$ cat src/hdl/printerPkg.sv
//----------------------------------------
// line format constants and ASCII codes
// shared by the hex converter, the channel
// label generator and the line assembler
//----------------------------------------
package printerPkg;

    //----------------------------------------
    // line layout
    //----------------------------------------
    localparam int hexDigits = 4;   // hex digits per sample
    localparam int labelLen  = 4;   // C, tens, ones, equals
    localparam int lineLen   = 9;   // label + hex digits + newline
    localparam int chanBits  = 4;   // channel number width

    //----------------------------------------
    // ASCII codes
    //----------------------------------------
    // digit 0, base for 0..9
    localparam logic [7:0] asciiZero      = 8'h30;
    // 'a' minus ten, base for nibbles 10..15
    localparam logic [7:0] asciiHexOffset = 8'h57;
    localparam logic [7:0] asciiNewline   = 8'h0a;  // line feed
    localparam logic [7:0] asciiLabelC    = 8'h43;  // upper case C
    localparam logic [7:0] asciiEquals    = 8'h3d;  // '='

endpackage

$ cat src/hdl/uartPkg.sv
//----------------------------------------
// 8N1 serial frame constants, used by the
// transmitter and as the default bit period
// of the printer top level
//----------------------------------------
package uartPkg;

    localparam int dataBits  = 8;   // data bits per frame, LSB first
    localparam int frameBits = 10;  // start + data + stop

    // 100 MHz clock at 115200 baud
    localparam int defaultClkPerBit = 868;

endpackage

$ cat src/hdl/hexAsciiConvert.sv
//----------------------------------------
// sample to lowercase hex ASCII plus newline
// 3-stage pipeline, one sample per strobe
// result valid 3 cycles after captureStrobe
//----------------------------------------
`timescale 1ns/100ps

module hexAsciiConvert #(
    parameter int pBitLen = 16                  // sample width, 4 bits per digit
)(
    input  logic                   iSysClk,
    input  logic                   rstN,
    input  logic                   captureStrobe,  // new sample this cycle
    input  logic [pBitLen-1:0]     capturedData,
    output logic [2*pBitLen+7:0]   asciiLine,      // msd first ... lsd, newline
    output logic                   asciiValid
);

    localparam int lpDigits = printerPkg::hexDigits;

    //----------------------------------------
    // stage 1, register the sample
    //----------------------------------------
    logic [pBitLen-1:0] sampleReg;
    logic               valid1;

    always_ff @(posedge iSysClk)
    begin
        if (captureStrobe)
            sampleReg <= capturedData;
    end

    //----------------------------------------
    // stage 2, per nibble codes
    //----------------------------------------
    logic [lpDigits-1:0] belowTen;          // nibble 0..9
    logic [7:0]          digitCode  [lpDigits];
    logic [7:0]          letterCode [lpDigits];
    logic                valid2;

    always_ff @(posedge iSysClk)
    begin
        for (int i = 0; i < lpDigits; i++)
        begin
            belowTen[i]   <= sampleReg[i*4 +: 4] < 4'd10;
            digitCode[i]  <= printerPkg::asciiZero + {4'd0, sampleReg[i*4 +: 4]};
            letterCode[i] <= printerPkg::asciiHexOffset + {4'd0, sampleReg[i*4 +: 4]};
        end
    end

    //----------------------------------------
    // stage 3, pick digit or letter
    //----------------------------------------
    logic valid3;

    always_ff @(posedge iSysClk)
    begin
        asciiLine[7:0] <= printerPkg::asciiNewline;     // newline in the lowest byte
        for (int i = 0; i < lpDigits; i++)
        begin
            // nibble i lands one byte above the newline, msb nibble on top
            asciiLine[(i+1)*8 +: 8] <= belowTen[i] ? digitCode[i] : letterCode[i];
        end
    end

    // valid chain, the only state with reset
    always_ff @(posedge iSysClk)
    begin
        if (!rstN)
        begin
            valid1 <= 1'b0;
            valid2 <= 1'b0;
            valid3 <= 1'b0;
        end
        else
        begin
            valid1 <= captureStrobe;
            valid2 <= valid1;
            valid3 <= valid2;
        end
    end

    assign asciiValid = valid3;

endmodule

$ cat src/hdl/channelLabelGen.sv
//----------------------------------------
// channel number to "C", tens, ones, "="
// 3-stage pipeline, latency matched to the
// hex converter so both results line up
//----------------------------------------
`timescale 1ns/100ps

module channelLabelGen (
    input  logic                              iSysClk,
    input  logic                              rstN,
    input  logic                              captureStrobe,
    input  logic [printerPkg::chanBits-1:0]   capturedChan,
    output logic [printerPkg::labelLen*8-1:0] labelBytes,   // first byte on top
    output logic                              labelValid
);

    //----------------------------------------
    // stage 1, register the channel
    //----------------------------------------
    logic [printerPkg::chanBits-1:0] chanReg;
    logic                            valid1;

    always_ff @(posedge iSysClk)
    begin
        if (captureStrobe)
            chanReg <= capturedChan;
    end

    //----------------------------------------
    // stage 2, split into tens and ones
    //----------------------------------------
    logic       tensDigit;          // 0 or 1 for a 4-bit channel
    logic [3:0] onesDigit;
    logic       valid2;

    always_ff @(posedge iSysClk)
    begin
        if (chanReg >= 4'd10)
        begin
            tensDigit <= 1'b1;
            onesDigit <= chanReg - 4'd10;
        end
        else
        begin
            tensDigit <= 1'b0;
            onesDigit <= chanReg;
        end
    end

    //----------------------------------------
    // stage 3, ASCII label
    //----------------------------------------
    logic valid3;

    always_ff @(posedge iSysClk)
    begin
        labelBytes <= {printerPkg::asciiLabelC,
                       printerPkg::asciiZero + {7'd0, tensDigit},
                       printerPkg::asciiZero + {4'd0, onesDigit},
                       printerPkg::asciiEquals};
    end

    always_ff @(posedge iSysClk)
    begin
        if (!rstN)
        begin
            valid1 <= 1'b0;
            valid2 <= 1'b0;
            valid3 <= 1'b0;
        end
        else
        begin
            valid1 <= captureStrobe;
            valid2 <= valid1;
            valid3 <= valid2;
        end
    end

    assign labelValid = valid3;

endmodule

$ cat src/hdl/lineAssembler.sv
//----------------------------------------
// input req/ack handshake, nine byte line
// buffer and byte handoff to the UART tx
// one line in flight, txBusy blocks new ack
//----------------------------------------
`timescale 1ns/100ps

module lineAssembler #(
    parameter int pBitLen = 16
)(
    input  logic                              iSysClk,
    input  logic                              rstN,
    // producer side
    input  logic                              sampleReq,
    input  logic [pBitLen-1:0]                sampleData,
    input  logic [printerPkg::chanBits-1:0]   channelId,
    output logic                              sampleAck,
    // to both pipelines
    output logic                              captureStrobe,
    output logic [pBitLen-1:0]                capturedData,
    output logic [printerPkg::chanBits-1:0]   capturedChan,
    // pipeline results
    input  logic [2*pBitLen+7:0]              asciiLine,
    input  logic                              asciiValid,
    input  logic [printerPkg::labelLen*8-1:0] labelBytes,
    input  logic                              labelValid,
    // transmitter side
    output logic                              byteReq,
    output logic [7:0]                        byteData,
    input  logic                              byteAck,
    input  logic                              frameActive,
    output logic                              txBusy
);

    localparam int lpBufBits = printerPkg::lineLen * 8;
    localparam int lpIdxW    = $clog2(printerPkg::lineLen + 1);
    localparam logic [lpIdxW-1:0] lpLastIdx = lpIdxW'(printerPkg::lineLen);

    // FSM encoding
    localparam logic [1:0] stIdle  = 2'd0;  // waiting for a request
    localparam logic [1:0] stWait  = 2'd1;  // pipelines running
    localparam logic [1:0] stSend  = 2'd2;  // byte handshakes
    localparam logic [1:0] stDrain = 2'd3;  // last frame on the wire

    logic [1:0]           state;
    logic [lpBufBits-1:0] lineBuf;      // next byte always in the top 8 bits
    logic [lpIdxW-1:0]    byteIdx;      // bytes acked so far

    //----------------------------------------
    // payload capture and line buffer
    //----------------------------------------
    always_ff @(posedge iSysClk)
    begin
        if (state == stIdle && sampleReq && !sampleAck && !txBusy)
        begin
            capturedData <= sampleData;
            capturedChan <= channelId;
        end

        if (state == stWait && asciiValid && labelValid)
            lineBuf <= {labelBytes, asciiLine};     // label first, then hex and newline
        else if (state == stSend && byteReq && byteAck)
            lineBuf <= lineBuf << 8;                // move the next byte up
    end

    assign byteData = lineBuf[lpBufBits-1 -: 8];

    //----------------------------------------
    // control FSM
    //----------------------------------------
    always_ff @(posedge iSysClk)
    begin
        if (!rstN)
        begin
            state         <= stIdle;
            sampleAck     <= 1'b0;
            captureStrobe <= 1'b0;
            byteReq       <= 1'b0;
            byteIdx       <= '0;
            txBusy        <= 1'b0;
        end
        else
        begin
            captureStrobe <= 1'b0;              // one cycle pulse

            // release phase of the input handshake, any state
            if (sampleAck && !sampleReq)
                sampleAck <= 1'b0;

            case (state)
                stIdle:
                begin
                    if (sampleReq && !sampleAck && !txBusy)
                    begin
                        sampleAck     <= 1'b1;
                        captureStrobe <= 1'b1;
                        txBusy        <= 1'b1;
                        state         <= stWait;
                    end
                end
                stWait:
                begin
                    if (asciiValid && labelValid)
                    begin
                        byteIdx <= '0;
                        byteReq <= 1'b1;        // offer byte 0 right away
                        state   <= stSend;
                    end
                end
                stSend:
                begin
                    if (byteReq && byteAck)
                    begin
                        byteReq <= 1'b0;        // tx has latched it
                        byteIdx <= byteIdx + 1'b1;
                    end
                    else if (!byteReq && !byteAck)
                    begin
                        if (byteIdx == lpLastIdx)
                            state <= stDrain;   // all nine handed over
                        else
                            byteReq <= 1'b1;
                    end
                end
                default:
                begin
                    // stop bit of the last byte done
                    if (!frameActive)
                    begin
                        txBusy <= 1'b0;
                        state  <= stIdle;
                    end
                end
            endcase
        end
    end

endmodule

$ cat src/hdl/uartTx.sv
//----------------------------------------
// 8N1 serializer with byte req/ack
// ack rises when a byte is latched and only
// once the previous frame has finished
//----------------------------------------
`timescale 1ns/100ps

module uartTx #(
    parameter int pClkPerBit = uartPkg::defaultClkPerBit   // clocks per bit
)(
    input  logic       iSysClk,
    input  logic       rstN,
    input  logic       byteReq,
    input  logic [7:0] byteData,
    output logic       byteAck,
    output logic       txd,
    output logic       frameActive      // high from start bit to end of stop bit
);

    localparam int lpCntW = $clog2(pClkPerBit + 1);
    localparam int lpIdxW = $clog2(uartPkg::frameBits);
    localparam logic [lpCntW-1:0] lpLastCnt = lpCntW'(pClkPerBit - 1);
    localparam logic [lpIdxW-1:0] lpLastBit = lpIdxW'(uartPkg::frameBits - 1);
    localparam logic [lpIdxW-1:0] lpDataEnd = lpIdxW'(uartPkg::dataBits);

    logic [lpCntW-1:0]            clkCnt;     // cycles within the bit
    logic [lpIdxW-1:0]            bitIdx;     // 0 start, 1..8 data, 9 stop
    logic [uartPkg::dataBits-1:0] shiftReg;   // data bits still to send

    always_ff @(posedge iSysClk)
    begin
        if (!rstN)
        begin
            txd         <= 1'b1;    // line idles high
            frameActive <= 1'b0;
            byteAck     <= 1'b0;
            clkCnt      <= '0;
            bitIdx      <= '0;
        end
        else
        begin
            // drop ack once the requester has let go
            if (byteAck && !byteReq)
                byteAck <= 1'b0;

            if (!frameActive)
            begin
                if (byteReq && !byteAck)
                begin
                    shiftReg    <= byteData;
                    byteAck     <= 1'b1;
                    txd         <= 1'b0;        // start bit
                    frameActive <= 1'b1;
                    clkCnt      <= '0;
                    bitIdx      <= '0;
                end
            end
            else if (clkCnt == lpLastCnt)
            begin
                clkCnt <= '0;
                if (bitIdx == lpLastBit)
                begin
                    frameActive <= 1'b0;        // stop bit finished
                end
                else
                begin
                    bitIdx <= bitIdx + 1'b1;
                    if (bitIdx < lpDataEnd)
                    begin
                        txd      <= shiftReg[0];    // LSB first
                        shiftReg <= shiftReg >> 1;
                    end
                    else
                    begin
                        txd <= 1'b1;            // stop bit
                    end
                end
            end
            else
            begin
                clkCnt <= clkCnt + 1'b1;
            end
        end
    end

endmodule

$ cat src/hdl/hexLinePrinter.sv
//----------------------------------------
// telemetry line printer top level
// sample + channel in over req/ack, one
// "Cnn=hhhh\n" line out on txd at 8N1
//----------------------------------------
`timescale 1ns/100ps

module hexLinePrinter #(
    parameter int pBitLen    = 16,                          // 4 x hex digits
    parameter int pClkPerBit = uartPkg::defaultClkPerBit
)(
    input  logic                            iSysClk,
    input  logic                            rstN,
    input  logic                            sampleReq,
    input  logic [pBitLen-1:0]              sampleData,
    input  logic [printerPkg::chanBits-1:0] channelId,
    output logic                            sampleAck,
    output logic                            txd,
    output logic                            txBusy
);

    // capture to both pipelines
    logic                              captureStrobe;
    logic [pBitLen-1:0]                capturedData;
    logic [printerPkg::chanBits-1:0]   capturedChan;
    // pipeline results
    logic [2*pBitLen+7:0]              asciiLine;
    logic                              asciiValid;
    logic [printerPkg::labelLen*8-1:0] labelBytes;
    logic                              labelValid;
    // byte handshake
    logic                              byteReq;
    logic [7:0]                        byteData;
    logic                              byteAck;
    logic                              frameActive;

    hexAsciiConvert #(.pBitLen(pBitLen)) u_hexAsciiConvert (
        .iSysClk(iSysClk), .rstN(rstN), .captureStrobe(captureStrobe),
        .capturedData(capturedData), .asciiLine(asciiLine), .asciiValid(asciiValid)
    );

    channelLabelGen u_channelLabelGen (
        .iSysClk(iSysClk), .rstN(rstN), .captureStrobe(captureStrobe),
        .capturedChan(capturedChan), .labelBytes(labelBytes), .labelValid(labelValid)
    );

    lineAssembler #(.pBitLen(pBitLen)) u_lineAssembler (
        .iSysClk(iSysClk), .rstN(rstN),
        .sampleReq(sampleReq), .sampleData(sampleData), .channelId(channelId),
        .sampleAck(sampleAck), .captureStrobe(captureStrobe),
        .capturedData(capturedData), .capturedChan(capturedChan),
        .asciiLine(asciiLine), .asciiValid(asciiValid),
        .labelBytes(labelBytes), .labelValid(labelValid),
        .byteReq(byteReq), .byteData(byteData), .byteAck(byteAck),
        .frameActive(frameActive), .txBusy(txBusy)
    );

    uartTx #(.pClkPerBit(pClkPerBit)) u_uartTx (
        .iSysClk(iSysClk), .rstN(rstN), .byteReq(byteReq), .byteData(byteData),
        .byteAck(byteAck), .txd(txd), .frameActive(frameActive)
    );

endmodule

$ cat config.mk
export PLATFORM = sky130hd
export DESIGN_NAME = hexLinePrinter
export DESIGN_NICKNAME = d
export VERILOG_FILES = /design/src/hdl/printerPkg.sv /design/src/hdl/uartPkg.sv /design/src/hdl/hexAsciiConvert.sv /design/src/hdl/channelLabelGen.sv /design/src/hdl/lineAssembler.sv /design/src/hdl/uartTx.sv /design/src/hdl/hexLinePrinter.sv
export SDC_FILE = /design/constraint.sdc
export NUM_CORES = 1
export LEC_CHECK = 0
export ABC_AREA = 1
export BUFFER_PORTS_ARGS = -buffer_cell sky130_fd_sc_hd__buf_2
export CELL_PAD_IN_SITES_DETAIL_PLACEMENT = 1
export CELL_PAD_IN_SITES_GLOBAL_PLACEMENT = 1
export CORE_UTILIZATION = 35
export DETAILED_ROUTE_END_ITERATION = 6
export HOLD_SLACK_MARGIN = 0.08
export PLACE_DENSITY_LB_ADDON = 0.12
export SLEW_MARGIN = 10
export SYNTH_ARGS = -nofsm -noshare
export SYNTH_HDL_FRONTEND = slang
export SYNTH_SLANG_ARGS = --single-unit
$ cat constraint.sdc
create_clock -name iSysClk -period 4 [get_ports iSysClk]
set_input_delay 0.4 -clock iSysClk [delete_from_list [all_inputs] [get_ports iSysClk]]
set_output_delay 0.4 -clock iSysClk [all_outputs]
set_load 0.01 [all_outputs]
* Word level (Yosys, flattened, before mapping)
Memory sizes are Yosys's and may differ from the RTL's. Index checks and enable logic that the tools add are counted.
Cells by class: $add $sub $neg 14, order comparisons 6, reductions and logical operators 31, mux-type cells 54, bitwise logic cells 1, eq/ne operators 18
Operator list (number):
- two-way mux 64 bit | 2
- two-way mux 8 bit | 9
- adder 6 x 4 -> 7 bit (first input constant) | 5
- adder 7 x 4 -> 8 bit (first input constant) | 4
- two-way mux 10 bit | 3
- two-way mux 4 bit | 7
- two-way mux 1 bit | 23
- < comparator 4 bit (second input constant) | 5
- != test 2 bit (second input constant) | 10
- logical AND 1 bit | 14
- two-way mux 2 bit | 6
- adder 10 x 1 -> 10 bit (second input constant) | 1
- equality test 10 bit (second input constant) | 1
- AND reduction 3 bit | 3
- adder 4 x 1 -> 4 bit (second input constant) | 2
- equality test 4 bit (second input constant) | 2
- one-hot mux 4 bit (2 select lines) | 1
- adder 6 x 1 -> 7 bit (first input constant) | 1
- != test 3 bit (second input constant) | 2
- one-hot mux 2 bit (3 select lines) | 1
- AND reduction 6 bit | 1
- nonzero test 2 bit | 3
- logical NOT 1 bit | 5
- AND reduction 5 bit | 1
- other kinds (11) | 12
Word-level totals: input bits 23, word-level logic and storage cells 152, bits in writable memories 60, memories 2, flip-flop bits (word level) 201
Memory list:
- u_hexAsciiConvert.letterCode | depth 4, width 8, rd ports 4, clocked after memory_dff 0, wr ports 4, RTL line hexAsciiConvert.sv:38 | logic [7:0] letterCode [lpDigits];
- u_hexAsciiConvert.digitCode | depth 4, width 7, rd ports 4, clocked after memory_dff 0, wr ports 4, RTL line hexAsciiConvert.sv:37 | logic [7:0] digitCode [lpDigits];

* Depth between registers and ports, before layout
Gate-level depths: netlist of the first run.
word-level depth 5, depth in mapped cells 10, depth with buffers taken out 10

* By module
Synthesis of the first run repeated with hierarchy kept, for this count alone.
Second synthesis, totals: cells, all modules 751, area total of the unflattened synthesis 8949.8 um^2
By module, submodules not included:
- lineAssembler | instances 1, cells each 284, area each 4312.9 um^2
- hexAsciiConvert | instances 1, cells each 233, area each 2662.6 um^2
- uartTx | instances 1, cells each 168, area each 1288.7 um^2
- channelLabelGen | instances 1, cells each 66, area each 685.7 um^2

* Worst setup path before layout of the first run
No wires, ideal clock.
path type flip-flop to flip-flop, start point reg u_lineAssembler.state[0], end point reg u_lineAssembler.lineBuf[10] (enable), stages on the path, launching flop included 6, setup slack 1.585 ns, data arrival time 1.872 ns, path buffers 1, setup time 0.543 ns, clock period less this slack 2.415 ns, path through dfxtp_1 inv_1 ha_1 nand3_2 clkbuf_1 nand2_1
On the way: cells in the longest elaborated chain, start to end 4, elaborated cells on any way between the ends 7
Ends and longest elaborated chain:
- from (decl) | RTL line lineAssembler.sv:45 | logic [1:0] state;
- from (signal assigned) | RTL line lineAssembler.sv:75 | state <= stIdle;
- from (signal assigned) | RTL line lineAssembler.sv:98 | state <= stWait;
- from (signal assigned) | RTL line lineAssembler.sv:107 | state <= stSend;
- equality test 2 bit or equality test 2 x 1 -> 1 bit (tied branches) | RTL line lineAssembler.sv:62, lineAssembler.sv:60
- logical AND 1 bit, on equally long branches (2 in series) | RTL line lineAssembler.sv:62, lineAssembler.sv:60
- nonzero test 2 bit (no source line) *
- to (signal assigned) | RTL line lineAssembler.sv:61 | lineBuf <= {labelBytes, asciiLine};
- to (signal assigned) | RTL line lineAssembler.sv:63 | lineBuf <= lineBuf << 8;
- to (decl) | RTL line lineAssembler.sv:46 | logic [lpBufBits-1:0] lineBuf;
Mark *: on every way between the ends. The rest lies on a longest branch, timed or not. A chain may end at the register's enable or synchronous reset.

* Worst setup path in the final report of the first run
start point reg u_lineAssembler.state[0], end point reg u_lineAssembler.lineBuf[11] (data pin)
On the way: cells in the longest elaborated chain, start to end 4
Ends and longest elaborated chain:
- equality test 2 x 1 -> 1 bit | RTL line lineAssembler.sv:60 | if (state == stWait && asciiValid && labelValid)
- logical AND 1 bit (2 in series) | RTL line lineAssembler.sv:60
- two-way mux 64 bit | RTL line lineAssembler.sv:60
Every way passes these cells.

==> results of run 1 <==
registers in the layout, indices dropped and copies added (netlist names), 2 cells and up:
register,count
u_hexAsciiConvert.asciiLine,28
u_channelLabelGen.labelBytes,5
u_uartTx.shiftReg,7
u_channelLabelGen.onesDigit,4
u_hexAsciiConvert.belowTen,4
u_channelLabelGen.chanReg,4
u_lineAssembler.byteIdx,4
u_hexAsciiConvert.digitCode,16
u_lineAssembler.lineBuf,57
u_lineAssembler.capturedData,16
u_hexAsciiConvert.sampleReg,16
u_lineAssembler.capturedChan,4
u_uartTx.bitIdx,4
u_uartTx.clkCnt,10
u_hexAsciiConvert.letterCode,24
u_lineAssembler.state,2
power groups by stage:
| stage | Combinational, mW | Clock, mW | Sequential, mW |
|---|---|---|---|
| 2_1_floorplan | 0.634 | 0 | 2.99 |
| 3_3_place_gp | 0.829 | 0 | 3.04 |
| 3_5_place_dp | 0.866 | 0 | 3.06 |
| 4_1_cts | 0.883 | 2.23 | 3.02 |
| 5_1_grt | 1.00 | 2.32 | 3.06 |
| 6_report | 0.860 | 2.17 | 3.01 |
worst min-delay path: cells and delay by family:
family | cells | cell delay, ps
buffers and inverters | 1 | 90
AND/OR/NAND/NOR | 2 | 130
cell usage in the layout, fill, tap and decap left out:
cell type,n
inv_1,80
clkinv_16,1
clkbuf_16,24
buf_4,5
xor2_1,5
o21ai_1,39
nor2_1,51
clkinvlp_4,2
clkinv_1,3
o31ai_1,1
o21bai_1,2
dfxtp_1,127
o21ai_0,16
clkbuf_8,3
or2_2,9
edfxtp_1,89
clkinv_2,5
clkbuf_1,4
nand2_1,198
nand4_1,4
a21oi_1,30
dlygate4sd3_1,20
nor3_1,6
a21oi_2,1
nor2_4,3
bufinv_16,2
nand3_2,1
nor2_2,4
o2111ai_1,1
or2_1,2
buf_2,25
nand3_1,31
xnor2_1,1
a211oi_1,1
ha_1,17
nand2_2,5
inv_2,5
layer usage:
metal | track usage [%] | up-vias | wire length [microns]
li1 | - | 2530 | -
met1 | 17.4 | 2321 | 6810
met2 | 23.3 | 51 | 6980
met3 | 2.50 | 29 | 419
met4 | 4.75 | 0 | 378
met5 | 0 | - | 0
area by class of cell:
cell class	instances	area [sq um]	area share [%]
clock buffer	31	657	7.23
timing repair buffer	50	363	3.99
sequential	216	5220	57.4
inverter	85	319	3.51
clock inverter	13	141	1.56
multi-input combinational	428	2050	22.6
tap	275	344	3.78
cell families (layout without fill, tap and decap cells):
logic type      Yosys count  after routing  share of synthesized area, %
flops                   216            216                          68.0
simple gates            314            314                          17.1
xor+xnor                  6              6                         0.685
fa+ha+maj                17             17                          2.77
compound gates           91             91                          6.17
buf+inv                 104            179                          5.25
worst max path at each step:
| stage | slack, ps | endpoint | start | cells past startpoint |
|---|---|---|---|---|
| 6_report | 1930 | u_lineAssembler.lineBuf[11] | u_lineAssembler.state[0] | 7 |
| 3_3_place_gp | 1920 | u_uartTx.shiftReg[5] | rstN | 5 |
| 4_1_cts | 1910 | u_lineAssembler.lineBuf[11] | u_lineAssembler.state[0] | 7 |
| 2_1_floorplan | 1580 | u_lineAssembler.lineBuf[10] | u_lineAssembler.state[0] | 5 |
| 3_5_place_dp | 1880 | u_uartTx.shiftReg[4] | rstN | 5 |
| 5_1_grt | 1750 | u_lineAssembler.lineBuf[11] | u_lineAssembler.state[0] | 7 |
Yosys cell counts (2+ instances only):
cell type / count / area share [%]
o21bai_1: 2 / 0.20
nor2_2: 3 / 0.24
nor2_1: 52 / 2.5
o21ai_0: 16 / 1.0
nor2_4: 3 / 0.44
nand4_1: 4 / 0.33
dfxtp_1: 127 / 33
nand3_1: 31 / 2.0
nor3_1: 6 / 0.39
or2_2: 9 / 0.73
inv_1: 80 / 3.9
clkbuf_1: 11 / 0.54
buf_2: 7 / 0.46
inv_2: 5 / 0.24
ha_1: 17 / 2.8
nand2_2: 5 / 0.41
a21oi_1: 30 / 2.0
or2_1: 2 / 0.16
o21ai_1: 39 / 2.5
edfxtp_1: 89 / 35
nand2_1: 198 / 9.7
xor2_1: 5 / 0.57
per-stage QoR:
stage	hold slack, ps	cells	total power, mW	setup slack (ps)	area, sq um
after floorplan	310	748	3.62	1580	7670
after global placement	314	1034	3.87	1920	8090
after detailed placement	313	1034	3.93	1880	8090
after CTS	100	1098	6.14	1910	9090
after global routing	139	1098	6.39	1750	9090
final	126	1098	6.04	1930	9090
repair_timing:
action	4_1_cts	5_1_grt
hold buffers	20	0
setup endpoints to repair	0	0
endpoints found under the hold margin	20	0
==> reports/summary.txt, run 1 <==
outcome -> finished clean
Worst Hold End -> u_lineAssembler.sampleAck
GRT Util Overall -> 13.7%
vias in the first global route -> 5073
Post-CTS Resized -> 0
part of the power in registers -> 49.9%
post-synthesis cell count -> 748
IO Port Bufs -> 25
period utilization -> 51.7%
initial antenna violation count -> 0
pwr dens -> 664 nW/um^2
cells along the critical path -> inv_1 > ha_1 > nand3_2 > buf_4 > inv_2 > nand3_1 > nand2_1
worst hold path class -> input port to flip-flop
FMAX -> 483 MHz
Final min period -> 2070 ps
Hold Violations, Final -> 0
setup TNS -> 0 ps
total of warnings raised by yosys -> 0
Pleak -> 3.85 nW
max-capacitance violation count -> 0
Final Setup Violations -> 0
Setup CP Type -> flip-flop to flip-flop
Buf/Inv on CP -> 3
Fillers -> 2369
RR Endpoint -> u_lineAssembler.lineBuf[11]
#FFs+latches synth -> 216
maximum number of pins on one net before global-route repair -> 53
register area share after synthesis -> 68.0%
CP Data Required Time -> 4270 ps
routability congestion estimate -> 0.742
post-synthesis cell type count -> 29
Worst Hold Launch -> sampleReq
n_diodes -> 0
Reg clk slew, reported paths -> 60 ps
WP data arrival -> 2340 ps
Switching Fraction -> 27.2%
CTS H-tree lvls -> 1
clock power share -> 35.9%
CTS root buf -> clkbuf_16
row cnt -> 53
Int Power -> 4.40 mW
vias -> 4931
Die X -> 150 microns
postcts setup bufs -> 0
global-route wire length before repair -> 24500 microns
dominant synthesized flop cell -> dfxtp_1
reg-to-reg setup timing slack -> 1930 ps
Remaining Overflow, GRT -> 0
delay-heaviest family, CP -> buffers and inverters
Post-synth ARST share -> 0%
num ports -> 26
CTS Buf Count -> 24
R2R cell count -> 7
total clock sinks -> 216
Synthesized Nets -> 788
TritonRoute pass-1 iters -> 4
CP Max Fanout -> 52
worst-skew pair later-pin latency -> 520 ps
slowest library cell on the worst path -> buf_4
Largest stage delay, worst path -> 450 ps
CTS Buffer Depth -> 3
Worst Max-Slew Pin Slew -> 1070 ps
Initial Utilization -> 36.1%
layout cells sized above 1 -> 11.5%
P_sw -> 1.64 mW
final net count -> 845
Mapped Area -> 7670 sq um
Worst R2R Start -> u_lineAssembler.state[0]
max-slew violations -> 0
DP Wirelength -> 9680 microns
Comb power frac -> 14.2%
vias per cell -> 4.49
core area -> 21200 sq um
wire length per cell -> 13.3 microns
Avg Inst Size Synth -> 10.3 sq um
RSZ-0062 raised after global routing -> no
Critical Path Start Type -> flip-flop
TritonCTS clock tree -> built
Final Util -> 42.8%
DRT Wirelength -> 14600 microns
die area -> 22500 sq um
Die Y -> 150 microns
slew margin rel. -> 28.8%
clk_skew -> 23.2 ps
Worst setup EP type -> flip-flop
Area Growth Syn to Fin -> 18.6%
hold-critical path depth -> 3
DRC Markers -> 0
ANT nets after route -> 0
number of synthesized flops with an enable pin -> 89
DRT iter0 DRCs -> 256
Peak VDD IR -> 0.287 mV
Note: power is estimated with default switching activity, not from simulation.
==> inputs of run 2 (changes only) <==
- clock period: 4 -> 1.7 ns (I/O delays scaled with it)
==> run 2 against run 1 <==
- clock power increased by 120%
- critical path depth did not move
- cell area is 1.9% higher
- combinational power rose to 2.6 times the previous value
- setup slack got worse by 1800 ps
- global-route usage is 0.12 points higher
- sequential power increased by 130%
- hold slack improved by 200 ps
- via count is 1.3% higher
- count of clock-buffer cells in the layout grew 7
- routed wire length rose by 2.2%
- sequential share of layout area fell by 1.1 points
==> reports/summary.txt, run 2 (synthesis gave the netlist of run 1 again) <==
clk_skew -> 12.3 ps
global-route wire length before repair -> 24900 microns
Setup CP Type -> flip-flop to flip-flop
WHS -> 324 ps
RSZ-0062 raised after global routing -> no
CP Data Required Time -> 2050 ps
DRT iter0 DRCs -> 181
routability congestion estimate -> 0.771
Peak VDD IR -> 0.778 mV
Critical Path Start Type -> flip-flop
TritonRoute pass-1 iters -> 4
cells along the critical path -> inv_1 > ha_1 > nand2_2 > buf_8 > buf_12 > nand2_1 > o21ai_1
worst hold path class -> flip-flop to flip-flop
row cnt -> 53
DP Wirelength -> 9650 microns
Initial Utilization -> 36.1%
core area -> 21200 sq um
CTS Buf Count -> 24
die area -> 22500 sq um
slew margin rel. -> 75.4%
Die Y -> 150 microns
slowest library cell on the worst path -> dfxtp_1
initial antenna violation count -> 0
total clock sinks -> 216
postcts setup bufs -> 0
Hold Violations, Final -> 0
Area Growth Syn to Fin -> 20.8%
max-slew violations -> 0
Worst setup EP type -> flip-flop
CTS Buffer Depth -> 3
period utilization -> 92.6%
Largest stage delay, worst path -> 360 ps
Final min period -> 1570 ps
commonest non-fill, non-tap cell in the layout -> nand2_1
pwr dens -> 1510 nW/um^2
num ports -> 26
maximum number of pins on one net before global-route repair -> 35
FMAX -> 636 MHz
final worst setup slack -> 126 ps
Final Setup Violations -> 0
Largest Register -> u_lineAssembler.lineBuf
Die X -> 150 microns
placed instance area -> 8260 sq um
Worst Max-Slew Pin Slew -> 369 ps
CTS root buf -> clkbuf_16
worst-skew pair later-pin latency -> 510 ps
Final Util -> 43.6%
vias -> 4994
final instance area -> 9260 sq um
biggest regs -> u_lineAssembler.lineBuf x57, u_hexAsciiConvert.asciiLine x28, u_hexAsciiConvert.letterCode x24
TritonCTS clock tree -> built
vias in the first global route -> 5096
WP data arrival -> 1920 ps
pre-CTS WS -> -27.2 ps
GRT Util Overall -> 13.8%
final net count -> 862
outcome -> finished clean
IO Port Bufs -> 25
max-capacitance violation count -> 0
n_diodes -> 0
DRT Wirelength -> 14900 microns
wire length per cell -> 13.4 microns
DRC Markers -> 0
Remaining Overflow, GRT -> 0
Pleak -> 3.93 nW
Reg clk slew, reported paths -> 60 ps
layout cells sized above 1 -> 12.9%
CTS H-tree lvls -> 1
CP Max Fanout -> 24
most frequent cells in the layout -> 196 x nand2_1, 127 x dfxtp_1, 89 x edfxtp_1
ANT nets after route -> 0
vias per cell -> 4.48
max FFs per register -> 57
-- run 2: metrics by stage --
step	total power [mW]	setup TNS, ps	std cells
2_1_floorplan	8.53	0	748
4_1_cts	14.2	0	1115
5_1_grt	14.8	0	1115
3_3_place_gp	9.22	0	1048
6_report	14.0	0	1115
3_5_place_dp	9.38	-997	1048
-- run 2: final timing paths --
check | from | end | slack, ps | cells after the start
worst max-delay path | u_lineAssembler.state[1] | u_lineAssembler.lineBuf[30] | 130 | 7
worst min-delay path | u_channelLabelGen.onesDigit[1] | u_channelLabelGen.labelBytes[9] | 320 | 0
worst max register to register | u_lineAssembler.state[1] | u_lineAssembler.lineBuf[30] | 130 | 7
worst min register to register | u_channelLabelGen.onesDigit[1] | u_channelLabelGen.labelBytes[9] | 320 | 0
-- run 2: where the power goes --
part	switching (mW)	internal [mW]
combinational	1.39	0.842
clock	1.95	2.79
sequential	0.467	6.57
total	3.81	10.2
-- run 2: critical path: cells and delay by family, from the launching register on --
family	cells	cell delay [ps]
fa+ha+maj	1	240
simple gates	2	210
buf+inv	3	460
flops	1	360
compound gates	1	150
-- run 2: repair_timing --
action / 4_1_cts / 5_1_grt
hold buffers: 22 / 0
gates cloned: 1 / 0
endpoints found under the hold margin: 22 / 0
gates resized for setup: 4 / 5
endpoints found under the setup margin: 43 / 17
-- run 2: cell type report --
cell class	count	area, sq um
inverter	85	324
tap	275	344
sequential	216	5220
fill	2353	12000
clock buffer	38	693
multi-input combinational	429	2100
clock inverter	6	38.8
timing repair buffer	66	546
-- run 2: per-layer routing --
layer,track usage [%],wire (microns),up-vias
li1,-,-,2564
met1,17.9,7180,2346
met2,23.5,7000,61
met3,2.59,462,23
met4,4.04,270,0
met5,0,0,-
==> inputs of run 3 (changes only) <==
- ABC_AREA: 1 -> not set
==> run 3 against run 2 <==
- the flow now finishes with violations (negative setup slack)
- clock power hardly changed
- power shrank 1.2%
- cell area is 2.6% higher
- critical path depth shrank 2
- hold slack got worse by 170 ps
- sequential power shrank 1%
- setup slack got worse by 450 ps
- core utilization increased by 1.3 points
- highest routed layer unchanged
- final cell count decreased by 9.0%
- largest power group unchanged
- area after synthesis fell by 0.77%
- via count is 2.9% lower
==> reports/summary.txt, run 3 <==
WHS -> 156 ps
Area Growth Syn to Fin -> 24.8%
setup TNS -> -5060 ps
vias per cell -> 4.78
Worst Max-Slew Pin Slew -> 405 ps
Reg clk slew, reported paths -> 60 ps
FMAX -> 493 MHz
worst hold path class -> input port to flip-flop
Peak VDD IR -> 0.870 mV
Remaining Overflow, GRT -> 0
#FFs+latches synth -> 216
Die X -> 149 microns
Worst setup EP type -> flip-flop
Largest Register -> u_lineAssembler.lineBuf
maximum number of pins on one net before global-route repair -> 44
failing checks -> negative setup slack
num ports -> 26
CP Max Fanout -> 4
CTS H-tree lvls -> 1
hold-critical path depth -> 3
Mapped Area -> 7610 sq um
CP Data Required Time -> 2090 ps
wire length per cell -> 14.7 microns
total of warnings raised by yosys -> 0
WP data arrival -> 2420 ps
Worst Hold Launch -> rstN
GRT Util Overall -> 14.0%
Yosys top cell area share -> 35.1%
Worst R2R Start -> u_uartTx.clkCnt[1]
max-slew violations -> 0
commonest non-fill, non-tap cell in the layout -> dfxtp_1
synth top area cells -> edfxtp_1 35%, dfxtp_1 33%, nand2_1 5.2%, mux2_2 3.4%, nand3_1 3.2%
core area -> 21200 sq um
post-synthesis cell type count -> 53
Avg Inst Size Synth -> 12.0 sq um
CTS root buf -> clkbuf_16
Setup crit start -> u_uartTx.clkCnt[1]
Die Y -> 149 microns
ANT nets after route -> 0
Synthesized Nets -> 676
final net count -> 763
CTS Buf Count -> 24
TritonRoute pass-1 iters -> 4
slew margin rel. -> 72.9%
number of synthesized flops with an enable pin -> 89
worst-skew pair later-pin latency -> 520 ps
die area -> 22300 sq um
row cnt -> 53
top-count cell post-synth -> dfxtp_1
TritonCTS clock tree -> built
Initial Utilization -> 36.0%
R2R cell count -> 5
DP Wirelength -> 9480 microns
global-route wire length before repair -> 25000 microns
outcome -> complete, but fails checks
Final Setup Violations -> 21
period utilization -> 119%
vias -> 4851
vias in the first global route -> 5258
max FFs per register -> 57
final worst setup slack -> -327 ps
post-synthesis cell count -> 636
clk_skew -> 19.4 ps
DRT iter0 DRCs -> 145
max-capacitance violation count -> 0
dominant synthesized flop cell -> dfxtp_1
biggest regs -> u_lineAssembler.lineBuf x57, u_hexAsciiConvert.asciiLine x28, u_hexAsciiConvert.letterCode x24
area leader, netlist -> edfxtp_1
most frequent cells in the layout -> 122 x dfxtp_1, 103 x nand2_1, 89 x edfxtp_1
register area share after synthesis -> 68.5%
layout cells sized above 1 -> 22.3%
DRT Wirelength -> 14900 microns
CTS Buffer Depth -> 3
Hold Violations, Final -> 0
Final min period -> 2030 ps
Setup CP Type -> flip-flop to flip-flop
routability congestion estimate -> 0.752
total clock sinks -> 216
IO Port Bufs -> 25
RSZ-0062 raised after global routing -> yes
pwr dens -> 1460 nW/um^2
DRC Markers -> 0
pre-CTS WS -> -335 ps
initial antenna violation count -> 0
Critical Path Start Type -> flip-flop
n_diodes -> 0
commonest cells in the netlist -> 127 x dfxtp_1, 105 x nand2_1, 89 x edfxtp_1, 49 x nand3_1, 31 x inv_1
Pleak -> 3.78 nW
Post-synth ARST share -> 0%
==> run 3: changes by cell type in the layout (fill, tap and decap cells not counted), sizes merged, moves of 8 or more <==
| cell | change |
|---|---|
| o21ai | -33 |
| clkbuf | -10 |
| mux2 | +23 |
| buf | +24 |
| a21oi | -14 |
| clkinv | +8 |
| nor2 | -36 |
| inv | -53 |
| nand2 | -98 |
| nand3 | +17 |
| and3 | +13 |
==> run 3: power breakdown <==
part | total (mW) | internal (mW) | switching, mW
combinational | 2.14 | 0.975 | 1.17
clock | 4.74 | 2.77 | 1.98
sequential | 6.96 | 6.49 | 0.468
==> run 3: critical path, cell delays in order (launching register included) <==
cell,delay [ps]
dfxtp_2,350
ha_4,130
or4b_4,460
buf_4,160
or4_4,520
a311o_1,280
==> run 3: repair_timing <==
item | CTS | global route
buffers inserted | 1 | 1
hold buffers | 21 | 0
gates resized for setup | 17 | 22
setup endpoints to repair | 46 | 55
cloned | 1 | 0
pin swaps | 5 | 4
endpoints found under the hold margin | 21 | 0
==> run 3: path summary, 6_finish.rpt <==
path	end	slack, ps
min	u_uartTx.bitIdx[2]	160
max	u_uartTx.txd	-330
max reg2reg	u_uartTx.txd	-330
min reg2reg	u_channelLabelGen.labelBytes[16]	330
==> run 3: cells by family after synthesis <==
logic type | Yosys count | share of synthesized area, %
buf+inv | 61 | 3.03
xor+xnor | 6 | 0.691
compound gates | 66 | 5.54
fa+ha+maj | 17 | 2.80
flops | 216 | 68.5
mux | 27 | 3.93
simple gates | 243 | 15.5
==> run 3: area by class of cell <==
| cell class | instances | area [sq um] |
|---|---|---|
| well taps | 275 | 344 |
| flip-flops and latches | 216 | 5220 |
| clock buffers | 28 | 626 |
| inverters | 32 | 120 |
| multi-input cells | 360 | 2380 |
| repair buffers | 89 | 708 |
| clock inverters | 15 | 100 |
| fillers | 2232 | 11700 |
==> run 3: per-layer routing <==
metal | wire length [microns] | vias to the layer above | global-route usage, %
li1 | - | 2390 | -
met1 | 6510 | 2396 | 16.5
met2 | 7720 | 43 | 25.4
met3 | 372 | 22 | 2.65
met4 | 293 | 0 | 4.49
met5 | 0 | - | 0
==> run 3: per-stage QoR <==
stage	std cells	area, sq um	util (%)	total power, mW
after floorplan	636	7680	-	8.19
after global placement	949	8370	39.6	8.92
after detailed placement	949	8370	39.6	9.08
after CTS	1015	9400	44.4	14.0
after global routing	1015	9500	44.9	14.6
final	1015	9500	44.9	13.8
